===== src/verilog/vic_pkg.sv =====
// Shared definitions for the raster video controller
// Register offsets, field widths and the common data types
package vic_pkg;

  // ======================================================================
  // Field widths
  // ======================================================================
  localparam int REG_ADDR_W = 6;
  localparam int COLOR_W    = 4;
  localparam int RASTER_W   = 9;
  localparam int RAM_ADDR_W = 14;
  // Video matrix base in 1 KiB units, character base in 2 KiB units
  localparam int VBASE_W    = 4;
  localparam int CBASE_W    = 3;

  // Pixel width and height of one character cell
  localparam int CELL_W = 8;

  // ======================================================================
  // Types
  // ======================================================================
  typedef logic [REG_ADDR_W-1:0] reg_addr_t;
  typedef logic [COLOR_W-1:0]    color_t;
  typedef logic [RASTER_W-1:0]   raster_t;
  typedef logic [RAM_ADDR_W-1:0] ram_addr_t;
  typedef logic [VBASE_W-1:0]    vbase_t;
  typedef logic [CBASE_W-1:0]    cbase_t;

  // ======================================================================
  // Register offsets
  // ======================================================================
  localparam reg_addr_t REG_CTRL1      = 6'h11;
  localparam reg_addr_t REG_RASTER     = 6'h12;
  localparam reg_addr_t REG_MEMPTR     = 6'h18;
  localparam reg_addr_t REG_IRQ_STATUS = 6'h19;
  localparam reg_addr_t REG_IRQ_ENABLE = 6'h1A;
  localparam reg_addr_t REG_BORDER     = 6'h20;
  localparam reg_addr_t REG_BACKGROUND = 6'h21;
  localparam reg_addr_t REG_CHAR_COLOR = 6'h22;

  // Control register 1 bit positions
  localparam int CTRL1_DEN_BIT = 4;
  localparam int CTRL1_RC8_BIT = 7;

  // Value returned for an offset with no register behind it
  localparam logic [7:0] UNUSED_READ = 8'hFF;

endpackage

===== src/verilog/vic_cfg_if.sv =====
// Internal configuration and raster event bundle
// Carries register settings out of the register file and
// the live raster line and compare event back into it
`timescale 1ns/10ps

interface vic_cfg_if;
  import vic_pkg::*;

  // Settings from the register file
  logic    den;
  raster_t raster_cmp;
  vbase_t  video_base;
  cbase_t  char_base;
  color_t  border;
  color_t  background;
  color_t  char_color;

  // Raster state from the timing block
  raster_t line;
  logic    raster_hit;

  modport regs (
    output den, raster_cmp, video_base, char_base, border, background, char_color,
    input  line, raster_hit
  );

  modport raster (
    input  raster_cmp,
    output line, raster_hit
  );

  modport fetch (
    input den, video_base, char_base, border, background, char_color
  );

endinterface


===== src/verilog/vic_top.sv =====
// Raster video controller top level
// Text-mode video chip with phased CPU bus, raster interrupt and
// byte-wide SRAM fetch; frame size set by the parameters below
`timescale 1ns/10ps

module vic_top #(
  parameter int H_TOTAL      = 64,
  parameter int V_TOTAL      = 40,
  parameter int H_DISP_START = 16,
  parameter int COLS         = 5,
  parameter int V_DISP_START = 8,
  parameter int ROWS         = 3,
  parameter int CLK_DIV      = 8
) (
  input  logic               clk,
  input  logic               rst,
  output logic               phi02,
  input  logic               cs_n,
  input  logic               rw,
  input  vic_pkg::reg_addr_t ad,
  input  logic [7:0]         wr_data,
  output logic [7:0]         rd_data,
  output logic               rd_en,
  output logic               irq,
  output logic               ram_ce,
  output logic               ram_oe,
  output vic_pkg::ram_addr_t ram_ad,
  input  logic [7:0]         ram_db,
  output logic               hsync,
  output logic               vsync,
  output vic_pkg::color_t    color
);

  logic       bus_end;
  logic       in_disp_h;
  logic       in_disp_v;
  logic [2:0] cell_col;
  logic [1:0] cell_row;
  logic [2:0] cell_line;
  logic [2:0] hpos;

  // Settings and raster events between the blocks
  vic_cfg_if cfg ();

  vic_bus_clock #(
    .CLK_DIV (CLK_DIV)
  ) bus_clock_i (
    .clk     (clk),
    .rst     (rst),
    .phi02   (phi02),
    .bus_end (bus_end)
  );

  vic_regs regs_i (
    .clk     (clk),
    .rst     (rst),
    .bus_end (bus_end),
    .phi02   (phi02),
    .cs_n    (cs_n),
    .rw      (rw),
    .ad      (ad),
    .wr_data (wr_data),
    .rd_data (rd_data),
    .rd_en   (rd_en),
    .irq     (irq),
    .cfg     (cfg.regs)
  );

  // Sync outputs leave here registered, aligned with color
  vic_raster #(
    .H_TOTAL      (H_TOTAL),
    .V_TOTAL      (V_TOTAL),
    .H_DISP_START (H_DISP_START),
    .COLS         (COLS),
    .V_DISP_START (V_DISP_START),
    .ROWS         (ROWS)
  ) raster_i (
    .clk       (clk),
    .rst       (rst),
    .cfg       (cfg.raster),
    .hsync     (hsync),
    .vsync     (vsync),
    .in_disp_h (in_disp_h),
    .in_disp_v (in_disp_v),
    .cell_col  (cell_col),
    .cell_row  (cell_row),
    .cell_line (cell_line),
    .hpos      (hpos)
  );

  vic_fetch #(
    .COLS (COLS)
  ) fetch_i (
    .clk       (clk),
    .rst       (rst),
    .cfg       (cfg.fetch),
    .in_disp_h (in_disp_h),
    .in_disp_v (in_disp_v),
    .cell_col  (cell_col),
    .cell_row  (cell_row),
    .cell_line (cell_line),
    .hpos      (hpos),
    .ram_ce    (ram_ce),
    .ram_oe    (ram_oe),
    .ram_ad    (ram_ad),
    .ram_db    (ram_db),
    .color     (color)
  );

endmodule


===== src/verilog/vic_fetch.sv =====
// Character fetch and pixel output
// Reads the screen code and pattern byte for the next cell from SRAM,
// loads the pattern shifter and registers one colour index per clk
`timescale 1ns/10ps

module vic_fetch #(
  parameter int COLS = 5
) (
  input  logic               clk,
  input  logic               rst,
  vic_cfg_if.fetch           cfg,
  input  logic               in_disp_h,
  input  logic               in_disp_v,
  input  logic [2:0]         cell_col,
  input  logic [1:0]         cell_row,
  input  logic [2:0]         cell_line,
  input  logic [2:0]         hpos,
  output logic               ram_ce,
  output logic               ram_oe,
  output vic_pkg::ram_addr_t ram_ad,
  input  logic [7:0]         ram_db,
  output vic_pkg::color_t    color
);
  import vic_pkg::*;

  localparam logic [2:0] COLS_C = 3'(COLS);

  // Offsets within the 8-clk cell slot
  localparam logic [2:0] SLOT_SCREEN  = 3'd0;
  localparam logic [2:0] SLOT_PATTERN = 3'd2;
  localparam logic [2:0] SLOT_LOAD    = 3'd7;

  logic       fetch_act;
  logic       rd_screen;
  logic       rd_pattern;
  ram_addr_t  screen_addr;
  ram_addr_t  pattern_addr;
  logic [7:0] code_q;
  logic [7:0] pat_q;
  logic [7:0] shifter;

  // ======================================================================
  // SRAM read sequencing
  // ======================================================================
  // Valid cell column only inside the fetch window
  assign fetch_act  = in_disp_v && (cell_col < COLS_C);
  assign rd_screen  = fetch_act && cfg.den && (hpos == SLOT_SCREEN);
  assign rd_pattern = fetch_act && cfg.den && (hpos == SLOT_PATTERN);

  // Matrix base plus row * COLS + column
  assign screen_addr = {cfg.video_base, 10'd0}
                     + ram_addr_t'(cell_row) * ram_addr_t'(COLS)
                     + ram_addr_t'(cell_col);

  // Character base plus code * 8 plus line within the cell
  assign pattern_addr = {cfg.char_base, 11'd0}
                      + {3'b0, code_q, 3'b0}
                      + ram_addr_t'(cell_line);

  assign ram_ce = rd_screen || rd_pattern;
  assign ram_oe = rd_screen || rd_pattern;
  assign ram_ad = (hpos == SLOT_PATTERN) ? pattern_addr : screen_addr;

  // Async SRAM, data sampled on the same edge that ends the read
  always_ff @(posedge clk) begin
    if (rd_screen) begin
      code_q <= ram_db;
    end
    if (rd_pattern) begin
      pat_q <= ram_db;
    end
  end

  // ======================================================================
  // Pattern shifter
  // ======================================================================
  // Load in the last clk of the previous cell, MSB is pixel 0
  always_ff @(posedge clk) begin
    if (fetch_act && (hpos == SLOT_LOAD)) begin
      shifter <= pat_q;
    end else begin
      shifter <= {shifter[6:0], 1'b0};
    end
  end

  // ======================================================================
  // Colour select, one registered stage
  // ======================================================================
  always_ff @(posedge clk) begin
    if (rst) begin
      color <= '0;
    end else if (cfg.den && in_disp_h && in_disp_v) begin
      color <= shifter[7] ? cfg.char_color : cfg.background;
    end else begin
      color <= cfg.border;
    end
  end

endmodule


===== src/verilog/vic_raster.sv =====
// Raster timing
// Pixel and line counters, registered sync levels, display window
// flags, fetch cell coordinates and the raster compare event
`timescale 1ns/10ps

module vic_raster #(
  parameter int H_TOTAL      = 64,
  parameter int V_TOTAL      = 40,
  parameter int H_DISP_START = 16,
  parameter int COLS         = 5,
  parameter int V_DISP_START = 8,
  parameter int ROWS         = 3
) (
  input  logic       clk,
  input  logic       rst,
  vic_cfg_if.raster  cfg,
  output logic       hsync,
  output logic       vsync,
  output logic       in_disp_h,
  output logic       in_disp_v,
  output logic [2:0] cell_col,
  output logic [1:0] cell_row,
  output logic [2:0] cell_line,
  output logic [2:0] hpos
);
  import vic_pkg::*;

  localparam int HW = $clog2(H_TOTAL);
  // Sync pulse lengths in counts and lines
  localparam int HSYNC_LEN = 4;
  localparam int VSYNC_LEN = 2;

  // Horizontal marks, fetch runs one cell ahead of display
  localparam logic [HW-1:0] H_LAST      = HW'(H_TOTAL - 1);
  localparam logic [HW-1:0] DISP_FIRST  = HW'(H_DISP_START);
  localparam logic [HW-1:0] DISP_END    = HW'(H_DISP_START + COLS * CELL_W);
  localparam logic [HW-1:0] FETCH_FIRST = HW'(H_DISP_START - CELL_W);
  localparam logic [HW-1:0] FETCH_END   = HW'(H_DISP_START + (COLS - 1) * CELL_W);
  // Vertical marks
  localparam raster_t V_LAST      = raster_t'(V_TOTAL - 1);
  localparam raster_t VDISP_FIRST = raster_t'(V_DISP_START);
  localparam raster_t VDISP_END   = raster_t'(V_DISP_START + ROWS * CELL_W);

  logic [HW-1:0] hcnt;
  raster_t       vcnt;
  logic [HW-1:0] hrel;
  raster_t       vrel;
  logic          fetch_win;

  // ======================================================================
  // Counters, advance every clk
  // ======================================================================
  always_ff @(posedge clk) begin
    if (rst) begin
      hcnt <= '0;
      vcnt <= '0;
    end else if (hcnt == H_LAST) begin
      hcnt <= '0;
      vcnt <= (vcnt == V_LAST) ? '0 : vcnt + 1'b1;
    end else begin
      hcnt <= hcnt + 1'b1;
    end
  end

  // Sync levels and compare event, one clk behind the counters
  always_ff @(posedge clk) begin
    if (rst) begin
      hsync          <= 1'b0;
      vsync          <= 1'b0;
      cfg.raster_hit <= 1'b0;
    end else begin
      hsync          <= (hcnt < HW'(HSYNC_LEN));
      vsync          <= (vcnt < raster_t'(VSYNC_LEN));
      cfg.raster_hit <= (hcnt == '0) && (vcnt == cfg.raster_cmp);
    end
  end

  assign cfg.line = vcnt;

  // ======================================================================
  // Window flags and cell coordinates
  // ======================================================================
  assign in_disp_h = (hcnt >= DISP_FIRST) && (hcnt < DISP_END);
  assign in_disp_v = (vcnt >= VDISP_FIRST) && (vcnt < VDISP_END);
  assign fetch_win = (hcnt >= FETCH_FIRST) && (hcnt < FETCH_END);

  assign hrel = hcnt - FETCH_FIRST;
  assign vrel = vcnt - VDISP_FIRST;

  // All ones outside the fetch window marks "no cell"
  assign cell_col  = fetch_win ? 3'(hrel >> 3) : 3'b111;
  assign hpos      = hrel[2:0];
  assign cell_row  = vrel[4:3];
  assign cell_line = vrel[2:0];

endmodule


===== src/verilog/vic_regs.sv =====
// CPU-visible register file
// Latches bus writes at the end of phi02, drives the read mux and
// keeps the raster interrupt status and enable
`timescale 1ns/10ps

module vic_regs (
  input  logic              clk,
  input  logic              rst,
  input  logic              bus_end,
  input  logic              phi02,
  input  logic              cs_n,
  input  logic              rw,
  input  vic_pkg::reg_addr_t ad,
  input  logic [7:0]        wr_data,
  output logic [7:0]        rd_data,
  output logic              rd_en,
  output logic              irq,
  vic_cfg_if.regs           cfg
);
  import vic_pkg::*;

  // ======================================================================
  // Register storage
  // ======================================================================
  logic [7:0] ctrl1;
  logic [7:0] raster_lo;
  logic [7:0] memptr;
  logic       irq_status;
  logic       irq_en;
  color_t     border_q;
  color_t     background_q;
  color_t     char_color_q;

  logic wr_stb;

  // Write strobe on the clk edge where phi02 falls
  assign wr_stb = bus_end && !cs_n && !rw;

  always_ff @(posedge clk) begin
    if (rst) begin
      ctrl1        <= '0;
      raster_lo    <= '0;
      memptr       <= '0;
      irq_status   <= 1'b0;
      irq_en       <= 1'b0;
      border_q     <= '0;
      background_q <= '0;
      char_color_q <= '0;
    end else begin
      if (wr_stb) begin
        case (ad)
          REG_CTRL1:      ctrl1        <= wr_data;
          REG_RASTER:     raster_lo    <= wr_data;
          REG_MEMPTR:     memptr       <= wr_data;
          REG_IRQ_ENABLE: irq_en       <= wr_data[0];
          REG_BORDER:     border_q     <= wr_data[3:0];
          REG_BACKGROUND: background_q <= wr_data[3:0];
          REG_CHAR_COLOR: char_color_q <= wr_data[3:0];
          // Status is handled below, unused offsets drop the write
          default: ;
        endcase
      end
      // A new raster event wins over a clear in the same clk
      if (cfg.raster_hit) begin
        irq_status <= 1'b1;
      end else if (wr_stb && (ad == REG_IRQ_STATUS) && wr_data[0]) begin
        irq_status <= 1'b0;
      end
    end
  end

  // Interrupt level, status gated by enable
  assign irq = irq_status & irq_en;

  // ======================================================================
  // Settings out to the timing and fetch blocks
  // ======================================================================
  assign cfg.den        = ctrl1[CTRL1_DEN_BIT];
  assign cfg.raster_cmp = {ctrl1[CTRL1_RC8_BIT], raster_lo};
  // Upper nibble is the matrix base, bits 3:1 the character base
  assign cfg.video_base = memptr[7:4];
  assign cfg.char_base  = memptr[3:1];
  assign cfg.border     = border_q;
  assign cfg.background = background_q;
  assign cfg.char_color = char_color_q;

  // ======================================================================
  // Read side
  // ======================================================================
  assign rd_en = phi02 && !cs_n && rw;

  always_comb begin
    case (ad)
      REG_CTRL1:      rd_data = ctrl1;
      // Live line, not the compare value
      REG_RASTER:     rd_data = cfg.line[7:0];
      REG_MEMPTR:     rd_data = memptr;
      REG_IRQ_STATUS: rd_data = {7'b0, irq_status};
      REG_IRQ_ENABLE: rd_data = {7'b0, irq_en};
      REG_BORDER:     rd_data = {4'b0, border_q};
      REG_BACKGROUND: rd_data = {4'b0, background_q};
      REG_CHAR_COLOR: rd_data = {4'b0, char_color_q};
      default:        rd_data = UNUSED_READ;
    endcase
  end

endmodule


===== src/verilog/vic_bus_clock.sv =====
// CPU bus phase generator
// Divides clk down to the phi02 bus clock and flags the last clk of
// each bus cycle, where the register file accepts writes
`timescale 1ns/10ps

module vic_bus_clock #(
  parameter int CLK_DIV = 8
) (
  input  logic clk,
  input  logic rst,
  output logic phi02,
  output logic bus_end
);

  // Half period in clk, phi02 toggles at the end of each half
  localparam int HALF = CLK_DIV / 2;
  localparam int CW   = (HALF > 1) ? $clog2(HALF) : 1;

  logic [CW-1:0] half_cnt;
  logic          half_last;

  assign half_last = (half_cnt == CW'(HALF - 1));

  always_ff @(posedge clk) begin
    if (rst) begin
      half_cnt <= '0;
      // Bus cycle starts in the low phase
      phi02    <= 1'b0;
    end else if (half_last) begin
      half_cnt <= '0;
      phi02    <= ~phi02;
    end else begin
      half_cnt <= half_cnt + 1'b1;
    end
  end

  // High in the last clk of the high phase, so the next edge is the fall
  assign bus_end = phi02 && half_last;

endmodule


===== config.mk =====
export PLATFORM = sky130hd
export DESIGN_NAME = vic_top
export DESIGN_NICKNAME = d
export VERILOG_FILES = /design/src/verilog/vic_pkg.sv /design/src/verilog/vic_cfg_if.sv /design/src/verilog/vic_top.sv /design/src/verilog/vic_fetch.sv /design/src/verilog/vic_raster.sv /design/src/verilog/vic_regs.sv /design/src/verilog/vic_bus_clock.sv
export SDC_FILE = /design/constraint.sdc
export NUM_CORES = 1
export LEC_CHECK = 0
export ABC_CLOCK_PERIOD_IN_PS = 6940
export BUFFER_PORTS_ARGS = -buffer_cell sky130_fd_sc_hd__buf_2
export CAP_MARGIN = 10
export CORE_MARGIN = 10
export CORE_UTILIZATION = 61
export DETAILED_ROUTE_END_ITERATION = 7
export PLACE_DENSITY = 0.86
export SKIP_CTS_REPAIR_TIMING = 1
export SYNTH_ARGS = -nofsm -noshare
export SYNTH_HDL_FRONTEND = slang
export SYNTH_SLANG_ARGS = --single-unit
export TNS_END_PERCENT = 100

===== constraint.sdc =====
create_clock -name clk -period 6.94 [get_ports clk]
set_clock_uncertainty 0.2 [all_clocks]
set_input_delay 1.388 -clock clk [delete_from_list [all_inputs] [get_ports clk]]
set_output_delay 1.388 -clock clk [all_outputs]
set_load 0.1 [all_outputs]

==> Word level (Yosys, flattened, before mapping) <==
Index checks and enable logic that the tools add are counted.
{ "op_classes": {"addsub": 9, "multipliers": 1, "magnitude_cmp": 9, "n_eq_ne": 14, "n_mux": 9, "n_bitwise": 2, "n_reduce_logical": 33} }
{ "op_table": {"columns": ["cell", "n"], "rows": [
  ["one-hot mux 8 bit (8 select lines)", 1],
  ["equality test 6 x 5 -> 1 bit, second input constant", 5],
  ["adder 14 x 3 -> 14 bit", 2],
  ["equality test 6 bit, second input constant", 4],
  ["logical AND 1 bit", 18],
  ["adder 14 x 11 -> 14 bit", 1],
  ["adder 14 x 5 -> 14 bit", 1],
  ["two-way mux 14 bit", 1],
  ["AND reduction 2 bit", 7],
  ["less-than comparator 6 bit, second input constant", 2],
  ["adder 9 x 1 -> 9 bit, second input constant", 1],
  ["equality test 9 x 6 -> 1 bit, second input constant", 1],
  ["equality test 9 bit", 1],
  [">= comparator 9 x 4 -> 1 bit, second input constant", 1],
  ["less-than comparator 9 x 2 -> 1 bit, second input constant", 1],
  ["less-than comparator 9 x 6 -> 1 bit, second input constant", 1],
  ["two-way mux 9 bit", 1],
  ["two-way mux 4 bit", 2],
  ["two-way mux 8 bit", 1],
  ["adder 6 x 1 -> 6 bit, second input constant", 1],
  [">= comparator 6 x 4 -> 1 bit, second input constant", 1],
  [">= comparator 6 x 5 -> 1 bit, second input constant", 1],
  ["logical NOT 6 bit", 1],
  ["less-than comparator 6 x 3 -> 1 bit, second input constant", 1],
  ["17 further kinds", 20]
]} }
{ "totals": {"regBits": 87, "inputBits": 26, "output_inout_bits": 33, "wordCells": 97} }

==> Logic depth before layout (Yosys ltp) <==
Gate-level depths: netlist of run 1.
{ "logic_depth": {"ltp_word": 8, "ltp_mapped": 11, "mapped_depth_nobuf": 10} }

==> By module <==
A second synthesis of run 1 with hierarchy kept.
{ "hier_totals": {"hier_cells": 441, "area_unflattened_um2": 4393.0} }
{ "by_module_without_submodules": {"columns": ["module", "instances", "cells_each", "area_each_um2", "seq_area_each_um2"], "rows": [
  ["vic_regs", 1, 215, 1885.6, 760.7],
  ["vic_fetch", 1, 89, 1253.7, 720.7],
  ["vic_raster", 1, 128, 1148.6, 360.3],
  ["vic_bus_clock", 1, 9, 105.1, 60.1]
]} }

==> Least setup slack after synthesis of run 1 <==
Ideal clock, no wire load.
{ "synth_path": {"path_kind": "register to output", "from": "register raster_i.hcnt[4]", "to": "output ram_ad[3]", "t_arrival_ns": 4.285, "required_time_ns": 5.352, "slack_ns": 1.067, "path_stages_with_launch": 12, "n_path_buf": 1, "path_cell_list": "dfxtp_1 -> clkbuf_1 -> inv_1 -> ha_1 -> nand3b_1 -> a21boi_0 -> nand2_1 -> ha_1 -> ha_1 -> fa_1 -> xnor2_1 -> o21ai_0"} }
{ "synth_between": {"elab_chain_cells": 5, "word_cells_on_any_way": 7, "cone_classes": "add/sub: 2; order compare: 2; mux: 2; reduce/logical: 1"} }
{ "synth_rtl": {"columns": ["item", "line_no", "rtl"], "rows": [
  ["from (decl)", "vic_raster.sv:44", "logic [HW-1:0] hcnt;"],
  ["from (signal assigned)", "vic_raster.sv:61", "hcnt <= hcnt + 1'b1;"],
  [">= comparator 6 x 4 -> 1 bit or less-than comparator 6 bit (tied branches)", "vic_raster.sv:85", "assign fetch_win = (hcnt >= FETCH_FIRST) && (hcnt < FETCH_END);"],
  ["logical AND 1 bit", "vic_raster.sv:85", null],
  ["two-way mux 3 bit *", "vic_raster.sv:91", "assign cell_col = fetch_win ? 3'(hrel >> 3) : 3'b111;"],
  ["adder 14 x 3 -> 14 bit *", "vic_fetch.sv:53", "+ ram_addr_t'(cell_col);"],
  ["two-way mux 14 bit *", "vic_fetch.sv:62", "assign ram_ad = (hpos == SLOT_PATTERN) ? pattern_addr : screen_addr;"],
  ["to (decl)", "vic_top.sv:27", "output vic_pkg::ram_addr_t ram_ad,"]
]} }
Mark *: on every way between the ends. The rest lies on a longest branch, timed or not.

==> Worst setup path in the final report of run 1 <==
{ "layout_path": {"from": "input ad[4]", "to": "output rd_data[1]"} }
{ "layout_between": {"elab_chain_cells": 2, "word_cells_on_any_way": 9, "cone_classes": "eq/ne: 8; mux: 1"} }
{ "layout_rtl": {"columns": ["item", "line_no", "rtl"], "rows": [
  ["from (decl)", "vic_top.sv:20", "input vic_pkg::reg_addr_t ad,"],
  ["equality test 6 bit or equality test 6 x 5 -> 1 bit (tied branches)", "vic_regs.sv:93", "case (ad)"],
  ["one-hot mux 8 bit (8 select lines) *", "vic_regs.sv:93", null],
  ["to (decl)", "vic_top.sv:22", "output logic [7:0] rd_data,"]
]} }
Marks and branches as above.

==> flow_summary.json, run 1 <==
{
  "r2r_setup_slack_ps": 4130,
  "clkPwrFrac_pct": 36.1,
  "rr_worst_depth": 5,
  "slew_headroom_pct": 33.4,
  "crit_path_start_kind": "primary input",
  "cpPeakStageDelay_ps": 860,
  "num_antenna_cells": 0,
  "cp_max_fo": 14,
  "fp.dieW_um": 103,
  "avgRoutedWirePerCell_um": 18.0,
  "async_flop_share_pct": 0,
  "dr.pass1.iters": 6,
  "switching_share_pct": 28.5,
  "numClockSinks": 87,
  "io_buffers": 58,
  "clock_latency_ps": 360,
  "crit_buf_inv": 2,
  "r2r-end": "fetch_i.code_q[7]",
  "leakage_nw": 1.88,
  "worst_hold_startpoint": "bus_clock_i.half_cnt[0]",
  "crit_type": "primary input to output pin",
  "synth-main-ff-cell": "dfxtp_1",
  "root_buffer": "clkbuf_8",
  "setup_viol": 0,
  "hold_class": "flop to flop",
  "post-route-drc-count": 0,
  "die_y_um": 103,
  "holdPathEnd": "bus_clock_i.half_cnt[0]",
  "cts.htree.levels": 3,
  "hold_viol_final": 0,
  "initial_utilization_pct": 62.2,
  "p_sw_uw": 284,
  "hold_ws_ps": 234,
  "synth_area_per_cell_um2": 9.34,
  "cpMostUsedCell": "buf_2",
  "place.gp.congestion": 0.934,
  "grt_use_total_pct": 19.8,
  "dp_hpwl_um": 7400,
  "fillCellCount": 521,
  "netlist_top_cells_area": "dfxtp_1 34%, edfxtp_1 12%, mux2i_1 5.5%",
  "vdd_drop_max_mv": 0.128,
  "dieArea_mm2": 0.0106,
  "crit_slowest_cell": "nor4bb_1",
  "holdPathStages": 1,
  "ioPinCount": 59,
  "power_density_mw_per_mm2": 214,
  "tightest_slew_ps": 986,
  "synth_area_leader_cell": "dfxtp_1",
  "synth_cells": 447,
  "period_share_pct": 78.4,
  "fin_nets": 533,
  "grt_overflow_total": 0,
  "synth_edf_count": 16,
  "pwr-share-seq_pct": 52.5,
  "drt_iter0_drc": 306,
  "crit_path_end_kind": "output pin",
  "cts_tree": "built",
  "status": "finished, final reports clean",
  "vias": 3485,
  "cp_cell_sequence": "buf_2, nor4bb_1, and2_0, a22oi_1, nand3_1, buf_2",
  "synth_seq_cells": 87,
  "p_total_uw": 995,
  "drive_above_1_share_pct": 18.3,
  "required_ps": 5350,
  "maxSlewViolCount": 0,
  "syn_nets": 492,
  "synth-warning-count": 0,
  "timing.rr.start": "raster_i.cfg.line[3]",
  "max_freq_mhz": 184,
  "critPathArrivalTime_ps": 3850,
  "vias_per_cell": 6.08,
  "fin_setup_tns_ps": 0,
  "clk_path_buf_depth": 2,
  "grt_first_pass_wirelength_um": 16700,
  "synth_top_area_share_pct": 34.0,
  "num_rows": 30,
  "grt_setup_unrepaired": "false",
  "core_area_mm2": 0.00672,
  "ant_nets": 0,
  "seq_area_frac_synth_pct": 45.5,
  "wirelength_um": 10300,
  "maxCapViolCount": 0,
  "synth_area_mm2": 0.00418,
  "p_int_uw": 712,
  "path_clk_slew_ps": 90,
  "grt_pass1_vias": 3367,
  "syn2layout_area_growth_pct": 11.6,
  "grt_antenna_before_repair": 0,
  "grt_max_degree": 57,
  "critPathTopFamily": "simple AND/OR/NAND/NOR gates",
  "fin_crit_ps": 5440,
  "synth.distinct_cells": 53,
  "combPwrFrac_pct": 11.4,
  "cts_made_buffers": 9
}
[cells in the mapped netlist (all sizes together), types with 2 or more instances]
| master | count |
|---|---|
| o21ai | 2 |
| xnor2 | 16 |
| mux2 | 7 |
| and2 | 11 |
| nand2 | 56 |
| buf | 13 |
| nor4bb | 2 |
| o2bb2ai | 3 |
| clkbuf | 17 |
| mux2i | 23 |
| nor3 | 11 |
| a211oi | 4 |
| dfxtp | 71 |
| inv | 10 |
| and3 | 2 |
| nor4b | 2 |
| nand3b | 2 |
| nor3b | 3 |
| nand4 | 12 |
| xor2 | 6 |
| nor2b | 3 |
| a222oi | 4 |
| edfxtp | 16 |
| nand3 | 36 |
| ha | 18 |
| a2111oi | 2 |
| nor2 | 40 |
| nand2b | 3 |
| a22oi | 7 |
| nor4 | 2 |
| a21oi | 29 |
[placed cells by master (no fill, tap or decap), types with 3 or more instances in the layout]
master	count
buf_2	58
ha_1	18
a211oi_1	4
inv_6	3
clkbuf_8	9
nor3_1	11
a22oi_1	7
a222oi_1	4
mux2_2	7
nand2_1	56
inv_1	10
nor2b_1	3
dfxtp_1	71
nand4_1	11
and2_1	8
mux2i_1	23
o2bb2ai_1	3
nor3b_1	3
a21oi_1	28
and2_0	3
nand2b_1	3
xnor2_1	16
xor2_1	6
nand3_1	36
edfxtp_1	16
nor2_1	40
[power groups by stage]
stage	combinational (mW)	clock (mW)	sequential [mW]
detailed placement	0.112	0	0.535
CTS	0.113	0.361	0.523
floorplan	0.0762	0	0.542
global placement	0.110	0	0.534
global route	0.119	0.384	0.524
finish	0.113	0.359	0.523
[stage by stage]
step	setup WS [ps]	utilization (%)	cells	area, um2
after floorplan	1070	-	447	4180
after global placement	1640	66.3	557	4460
after detailed placement	1580	66.3	557	4460
after CTS	1570	69.3	573	4660
after global routing	1280	69.3	573	4660
final	1500	69.3	573	4660
[layer usage]
metal  up-vias  track usage [%]  wire, um
li1       1653                -         -
met1      1665             26.1      4350
met2       147             30.8      4980
met3        20             4.29       817
met4         0             8.02       179
met5         -                0         0
[area by class of cell]
type                    instances  area (um2)  share of cell area, %
clock inverters                 7        78.8                   1.69
inverters                      10        37.5                  0.806
clock buffers                   9         124                   2.66
repair buffers                 60         305                   6.55
well taps                      80         100                   2.15
flip-flops and latches         87        1900                   40.8
multi-input cells             320        2110                   45.3
[worst max-delay path by stage]
stage | slack (ps) | cells past startpoint | from | to
final | 1500 | 6 | ad[4] | rd_data[1]
after global routing | 1280 | 6 | ad[4] | rd_data[7]
after CTS | 1570 | 6 | ad[4] | rd_data[1]
after detailed placement | 1580 | 6 | ad[4] | rd_data[1]
after global placement | 1640 | 6 | ad[4] | rd_data[7]
after floorplan | 1070 | 11 | raster_i.hcnt[4] | ram_ad[3]
[logic make-up after synthesis]
logic type / share of synthesized area, %
multiplexers: 7.40
adder cells (fa/ha/maj): 5.87
AO/OA/AOI/OAI: 10.1
AND/OR/NAND/NOR: 22.3
buffers and inverters: 4.25
flip-flops: 45.5
XOR/XNOR: 4.61
[sequential cells by signal, summed over array words and instances (netlist names)]
| name | cells |
|---|---|
| regs_i.irq_en | 1 |
| fetch_i.pat_q | 8 |
| regs_i.memptr | 8 |
| regs_i.ctrl1 | 8 |
| bus_clock_i.half_cnt | 2 |
| fetch_i.shifter | 8 |
| regs_i.raster_lo | 8 |
| regs_i.cfg.char_color | 4 |
| bus_clock_i.phi02 | 1 |
| regs_i.irq_status | 1 |
| raster_i.cfg.raster_hit | 1 |
| regs_i.cfg.background | 4 |
| fetch_i.code_q | 8 |
| raster_i.vsync | 1 |
| fetch_i.color | 4 |
| raster_i.hsync | 1 |
| regs_i.cfg.border | 4 |
| raster_i.hcnt | 6 |
| raster_i.cfg.line | 9 |
[worst reg2reg max path: cells and delay by family, from the launching register on]
kind / cells / cell delay, ps
AO/OA/AOI/OAI: 1 / 210
AND/OR/NAND/NOR: 3 / 1300
flip-flops: 1 / 540
adder cells (fa/ha/maj): 1 / 200
Note: power is estimated with default switching activity, not from simulation.
==> inputs of run 2 (changes only) <==
--- a/config.mk
+++ b/config.mk
@@ -5,13 +5,14 @@
 export SDC_FILE = /design/constraint.sdc
 export NUM_CORES = 1
 export LEC_CHECK = 0
-export ABC_CLOCK_PERIOD_IN_PS = 6940
+export ABC_AREA = 1
+export ABC_CLOCK_PERIOD_IN_PS = 4600
 export BUFFER_PORTS_ARGS = -buffer_cell sky130_fd_sc_hd__buf_2
 export CAP_MARGIN = 10
 export CORE_MARGIN = 10
-export CORE_UTILIZATION = 61
+export CORE_UTILIZATION = 52
 export DETAILED_ROUTE_END_ITERATION = 7
-export PLACE_DENSITY = 0.86
+export PLACE_DENSITY = 0.78
 export SKIP_CTS_REPAIR_TIMING = 1
 export SYNTH_ARGS = -nofsm -noshare
 export SYNTH_HDL_FRONTEND = slang
==> constraint.sdc (replaced) <==
create_clock -name clk -period 4.6 [get_ports clk]
set_clock_uncertainty 0.2 [all_clocks]
set_input_delay 0.92 -clock clk [delete_from_list [all_inputs] [get_ports clk]]
set_output_delay 0.92 -clock clk [all_outputs]
set_load 0.1 [all_outputs]
==> run 2 against run 1 <==
Net effect: non-clock buffer count decreased by 1; sequential power increased by 51%; die area increased by 17%; register-to-register slack got worse by 1900 ps; synthesized cell count increased by 31%; critical path type is now flop to output pin; critical endpoint is now ram_ad[2]; largest cell class unchanged.
==> flow_summary.json, run 2 <==
{
  "status": "finished, final reports clean",
  "drt_iter0_drc": 254,
  "synth.distinct_cells": 32,
  "cpPeakStageDelay_ps": 490,
  "synth-warning-count": 0,
  "root_buffer": "clkbuf_8",
  "seq_area_frac_synth_pct": 44.2,
  "cts_tree": "built",
  "vias": 3945,
  "layout_common_cells": "123 x nand2_1, 96 x nor2_1, 71 x inv_1, 71 x dfxtp_1, 58 x buf_2",
  "switching_share_pct": 28.0,
  "hold_viol_final": 0,
  "synth_area_leader_cell": "dfxtp_1",
  "cp_cell_sequence": "inv_1, ha_1, inv_1, ha_1, ha_1, fa_1, nand2_1, o21ai_0, buf_2",
  "syn2layout_area_growth_pct": 13.4,
  "fin_nets": 686,
  "p_int_mw": 1.13,
  "tightest_slew_ps": 718,
  "core_area_mm2": 0.00813,
  "initial_utilization_pct": 52.9,
  "r2r-end": "fetch_i.code_q[4]",
  "post-route-drc-count": 0,
  "yosysMostFrequentCell": "nand2_1",
  "postLayoutCellArea_mm2": 0.00488,
  "die_y_um": 111,
  "clkPwrFrac_pct": 38.0,
  "grt_max_degree": 27,
  "largest_reg_flops": 9,
  "period_share_pct": 91.1,
  "required_ps": 3480,
  "cp_max_fo": 7,
  "p_sw_uw": 437,
  "hold_ws_ps": 229,
  "critPathTopFamily": "adder cells",
  "combPwrFrac_pct": 11.6,
  "synth_area_mm2": 0.00431,
  "power_density_mw_per_mm2": 320,
  "leakage_nw": 2.14,
  "synth_seq_cells": 87,
  "maxSlewViolCount": 0,
  "rr_worst_depth": 7,
  "synth_top_area_share_pct": 33.0,
  "fin_crit_ps": 4190,
  "drive_above_1_share_pct": 13.6,
  "grt_use_total_pct": 17.7,
  "hold_class": "flop to flop",
  "synth_cells": 585,
  "cpMostUsedCell": "ha_1",
  "synth-main-ff-cell": "dfxtp_1",
  "timing.rr.start": "raster_i.hcnt[3]",
  "grt_pass1_vias": 3816,
  "num_antenna_cells": 0,
  "synth_area_per_cell_um2": 7.36,
  "grt_setup_unrepaired": "false",
  "cp-startpoint": "raster_i.cfg.line[3]",
  "cts.htree.levels": 3,
  "slew_headroom_pct": 52.0,
  "place.gp.congestion": 0.918,
  "vdd_drop_max_mv": 0.267,
  "cp.depth": 9,
  "final_util_pct": 60.0,
  "endpoint": "ram_ad[2]",
  "setup_viol": 0,
  "pwr-share-seq_pct": 50.4,
  "netlist_top_cells_area": "dfxtp_1 33%, edfxtp_1 11%, nand2_1 11%",
  "crit_buf_inv": 3,
  "synth_edf_count": 16,
  "final_common_cell": "nand2_1",
  "cts_made_buffers": 9,
  "ant_nets": 0,
  "yosys-top-cells-count": "123 x nand2_1, 96 x nor2_1, 71 x dfxtp_1, 71 x inv_1, 57 x o21ai_0",
  "avgRoutedWirePerCell_um": 14.6,
  "fin_setup_tns_ps": 0,
  "max_freq_mhz": 239,
  "place_area_mm2": 0.00466,
  "fillCellCount": 746,
  "num_rows": 33,
  "crit_path_start_kind": "flop",
  "r2r_setup_slack_ps": 2210,
  "clk_path_buf_depth": 2,
  "numClockSinks": 87,
  "fp.dieW_um": 111,
  "dieArea_mm2": 0.0123,
  "async_flop_share_pct": 0,
  "ioPinCount": 59,
  "maxCapViolCount": 0,
  "io_buffers": 58,
  "crit_type": "flop to output pin",
  "clock_latency_ps": 360,
  "dr.pass1.iters": 5,
  "critPathArrivalTime_ps": 3070,
  "crit_path_end_kind": "output pin",
  "grt_antenna_before_repair": 0,
  "syn_nets": 630,
  "grt_overflow_total": 0,
  "path_clk_slew_ps": 90,
  "dp_hpwl_um": 8210,
  "wirelength_um": 11000,
  "crit_slowest_cell": "dfxtp_1",
  "grt_first_pass_wirelength_um": 18500,
  "vias_per_cell": 5.25
}
## run 2: changes by cell type after synthesis, moves of 8 or more
cell,previous run,this run
inv_1,10,71
nor3_1,11,2
mux2i_1,23,0
and2_1,8,0
nand2_1,56,123
nor2_1,40,96
o21ai_0,2,57
clkbuf_1,17,7
xnor2_1,16,5
## run 2: area by class of cell
type                    instances  area, um2  area share [%]
inverters                      72        270            5.53
well taps                     105        131            2.69
repair buffers                 59        298            6.10
multi-input cells             412       2060            42.2
clock inverters                 6       92.6            1.90
flip-flops and latches         87       1900            38.9
clock buffers                  10        128            2.61
## run 2: kinds of logic after synthesis
kind of cell,after synthesis,share of synthesized area [%]
compound gates,98,11.7
xor+xnor,9,1.83
buf+inv,86,7.96
flops,87,44.2
fa+ha+maj,19,5.69
simple gates,286,28.6
## run 2: how the worst min path moves through the flow
stage / start / end / slack [ps] / cells after the start
finish: fetch_i.shifter[2] / fetch_i.shifter[3] / 230 / 2
global route: fetch_i.shifter[1] / fetch_i.shifter[2] / 260 / 2
CTS: fetch_i.shifter[2] / fetch_i.shifter[3] / 230 / 2
detailed placement: fetch_i.shifter[1] / fetch_i.shifter[2] / 210 / 2
global placement: fetch_i.shifter[2] / fetch_i.shifter[3] / 200 / 2
floorplan: fetch_i.shifter[0] / fetch_i.shifter[1] / 200 / 2
## run 2: stage by stage
stage	power, mW	std cells	worst slack [ps]
after floorplan	0.941	585	259
after global placement	0.983	735	863
after detailed placement	0.987	735	820
after CTS	1.57	751	397
after global routing	1.61	751	210
final	1.56	751	411
## run 2: metal layers
| metal | share of wire, % | track usage, % | wire length, um | vias to the layer above |
|---|---|---|---|---|
| li1 | - | - | - | 1998 |
| met1 | 45 | 21.7 | 4930 | 1772 |
| met2 | 45 | 29.1 | 5000 | 145 |
| met3 | 7.3 | 4.76 | 804 | 30 |
| met4 | 2.4 | 6.60 | 265 | 0 |
| met5 | 0 | 0 | 0 | - |
## run 2: power groups by stage
stage,Clock (mW),Combinational [mW],Sequential [mW]
final,0.593,0.182,0.788
after global routing,0.630,0.194,0.789
after global placement,0,0.178,0.805
after detailed placement,0,0.181,0.806
after CTS,0.602,0.182,0.788
after floorplan,0,0.124,0.818
## run 2: worst register-to-register path, cell delays in order (launching register included)
cell and delay (ps):
dfxtp_1 500, inv_1 100, ha_1 220, xnor2_1 190
nand3_1 150, nand2_2 230, nand3_1 160, inv_1 310
==> inputs of run 3 (changes only) <==
--- a/config.mk
+++ b/config.mk
@@ -5,10 +5,9 @@
 export SDC_FILE = /design/constraint.sdc
 export NUM_CORES = 1
 export LEC_CHECK = 0
-export ABC_AREA = 1
+export ABC_AREA = 0
 export ABC_CLOCK_PERIOD_IN_PS = 4600
 export BUFFER_PORTS_ARGS = -buffer_cell sky130_fd_sc_hd__buf_2
-export CAP_MARGIN = 10
 export CORE_MARGIN = 10
 export CORE_UTILIZATION = 52
 export DETAILED_ROUTE_END_ITERATION = 7
==> run 3 against run 2 <==
Net effect: design area is 1.1% lower; first-iteration DRC count rose by 22%; sequential cell count did not move; critical endpoint is now ram_ad[3]; cell count fell by 20%; largest cell class unchanged; non-clock buffer count up 4; worst hold slack better by 7.2 ps; sequential share of layout area up 0.43 points; clock-buffer cell count fell by 1; clock power fell by 7.9%; total power is 2.6% lower.
==> flow_summary.json, run 3 (same netlist as run 1, synthesis figures left out) <==
{
  "maxCapViolCount": 0,
  "rr_worst_depth": 5,
  "dp_hpwl_um": 7090,
  "tightest_slew_ps": 1060,
  "slew_headroom_pct": 29.1,
  "postLayoutCellArea_mm2": 0.00483,
  "crit_slowest_cell": "dfxtp_1",
  "final_common_cell": "dfxtp_1",
  "crit_buf_inv": 1,
  "ioPinCount": 59,
  "syn2layout_area_growth_pct": 15.6,
  "dr.pass1.iters": 5,
  "drive_above_1_share_pct": 19.6,
  "holdPathEnd": "bus_clock_i.half_cnt[0]",
  "r2r_setup_slack_ps": 1810,
  "maxSlewViolCount": 0,
  "vias_per_cell": 5.68,
  "largest_reg_flops": 9,
  "critPathTopFamily": "adder cells",
  "use_met1_pct": 21.9,
  "grt_setup_unrepaired": "false",
  "busiest_layer": "met2",
  "cpPeakStageDelay_ps": 520,
  "power_density_mw_per_mm2": 315,
  "status": "finished, final reports clean",
  "hold_viol_final": 0,
  "num_antenna_cells": 0,
  "clock_latency_ps": 370,
  "max_freq_mhz": 228,
  "core_area_mm2": 0.00777,
  "period_share_pct": 95.2,
  "avgRoutedWirePerCell_um": 16.4,
  "cts.htree.levels": 3,
  "cp.depth": 10,
  "die_y_um": 110,
  "initial_utilization_pct": 53.8,
  "use_met3_pct": 4.45,
  "grt_use_total_pct": 16.6,
  "vdd_drop_max_mv": 0.181,
  "crit_path_start_kind": "flop",
  "hold_ws_ps": 236,
  "r2r-end": "fetch_i.code_q[7]",
  "fp.dieW_um": 110,
  "dieArea_mm2": 0.0120,
  "num_rows": 32,
  "place.gp.congestion": 0.851,
  "holdPathStages": 1,
  "clk_path_buf_depth": 2,
  "place_area_mm2": 0.00463,
  "fin_crit_ps": 4380,
  "grt_overflow_total": 0,
  "timing.rr.start": "raster_i.cfg.line[3]",
  "numClockSinks": 87,
  "ant_nets": 0,
  "post-route-drc-count": 0,
  "cp_cell_sequence": "ha_1, nand3b_1, a21boi_0, nand2_1, ha_1, ha_1, fa_1, xnor2_1, o21ai_2, buf_2",
  "critPathArrivalTime_ps": 3260,
  "crit_path_end_kind": "output pin",
  "worst_hold_startpoint": "bus_clock_i.half_cnt[0]",
  "grtUsageMet2_pct": 26.1,
  "cts_tree": "built",
  "path_clk_slew_ps": 100,
  "io_buffers": 58,
  "crit_type": "flop to output pin",
  "grt_max_degree": 57,
  "required_ps": 3480,
  "layout_common_cells": "71 x dfxtp_1, 56 x nand2_1, 51 x buf_2",
  "cp_max_fo": 10,
  "hold_class": "flop to flop",
  "root_buffer": "clkbuf_8",
  "p_total_mw": 1.52,
  "grt_antenna_before_repair": 0,
  "fin_setup_tns_ps": 0,
  "grt_first_pass_wirelength_um": 16100,
  "leakage_nw": 1.95,
  "drt_iter0_drc": 310,
  "setup_viol": 0,
  "wirelength_um": 9790,
  "cpMostUsedCell": "ha_1",
  "vias": 3395,
  "fin_nets": 536,
  "grt_pass1_vias": 3265,
  "cts_made_buffers": 9
}
## run 3: changes by cell type in the layout (fill, tap and decap cells not counted), moves of 8 or more
cell / previous run / this run
and2_1: 0 / 8
inv_1: 71 / 10
mux2i_1: 0 / 23
nand2_1: 123 / 56
nor2_1: 96 / 40
nor3_1: 2 / 11
o21ai_0: 56 / 1
xnor2_1: 5 / 16
## run 3: routing by layer
layer / wire, um / vias up
li1: - / 1663
met1: 4350 / 1600
met2: 4610 / 115
met3: 697 / 17
met4: 142 / 0
met5: 0 / -
## run 3: final cells by class
class / instances / area [um2]
fill: 640 / 2940
sequential: 87 / 1900
clock buffer: 9 / 124
inverter: 10 / 37.5
multi-input combinational: 320 / 2130
clock inverter: 7 / 77.6
tap: 102 / 128
timing repair buffer: 63 / 433
## run 3: power by group
group / switching, mW / internal (mW) / total (mW)
logic: 0.140 / 0.0471 / 0.187
clock network: 0.289 / 0.257 / 0.546
registers: 0.00660 / 0.782 / 0.789
## run 3: worst max-delay path by stage
stage / from / endpoint
after global routing: raster_i.hcnt[3] / ram_ad[3]
after CTS: raster_i.hcnt[3] / ram_ad[3]
after detailed placement: ad[3] / rd_data[4]
after floorplan: ad[1] / rd_data[0]
after global placement: ad[3] / rd_data[4]
final: raster_i.hcnt[3] / ram_ad[3]
## run 3: per-stage QoR
stage	setup slack (ps)	util [%]	std cells
2_1_floorplan	225	-	447
3_3_place_gp	528	59.6	582
3_5_place_dp	498	59.6	582
4_1_cts	216	62.2	598
5_1_grt	69.3	62.2	598
6_report	220	62.2	598
## run 3: worst register-to-register path, cell delays in order, from the launching register on
cell and delay (ps):
dfxtp_1 560, ha_1 210, or4b_4 490, a21oi_2 220, nand4_1 180, nor2_1 590
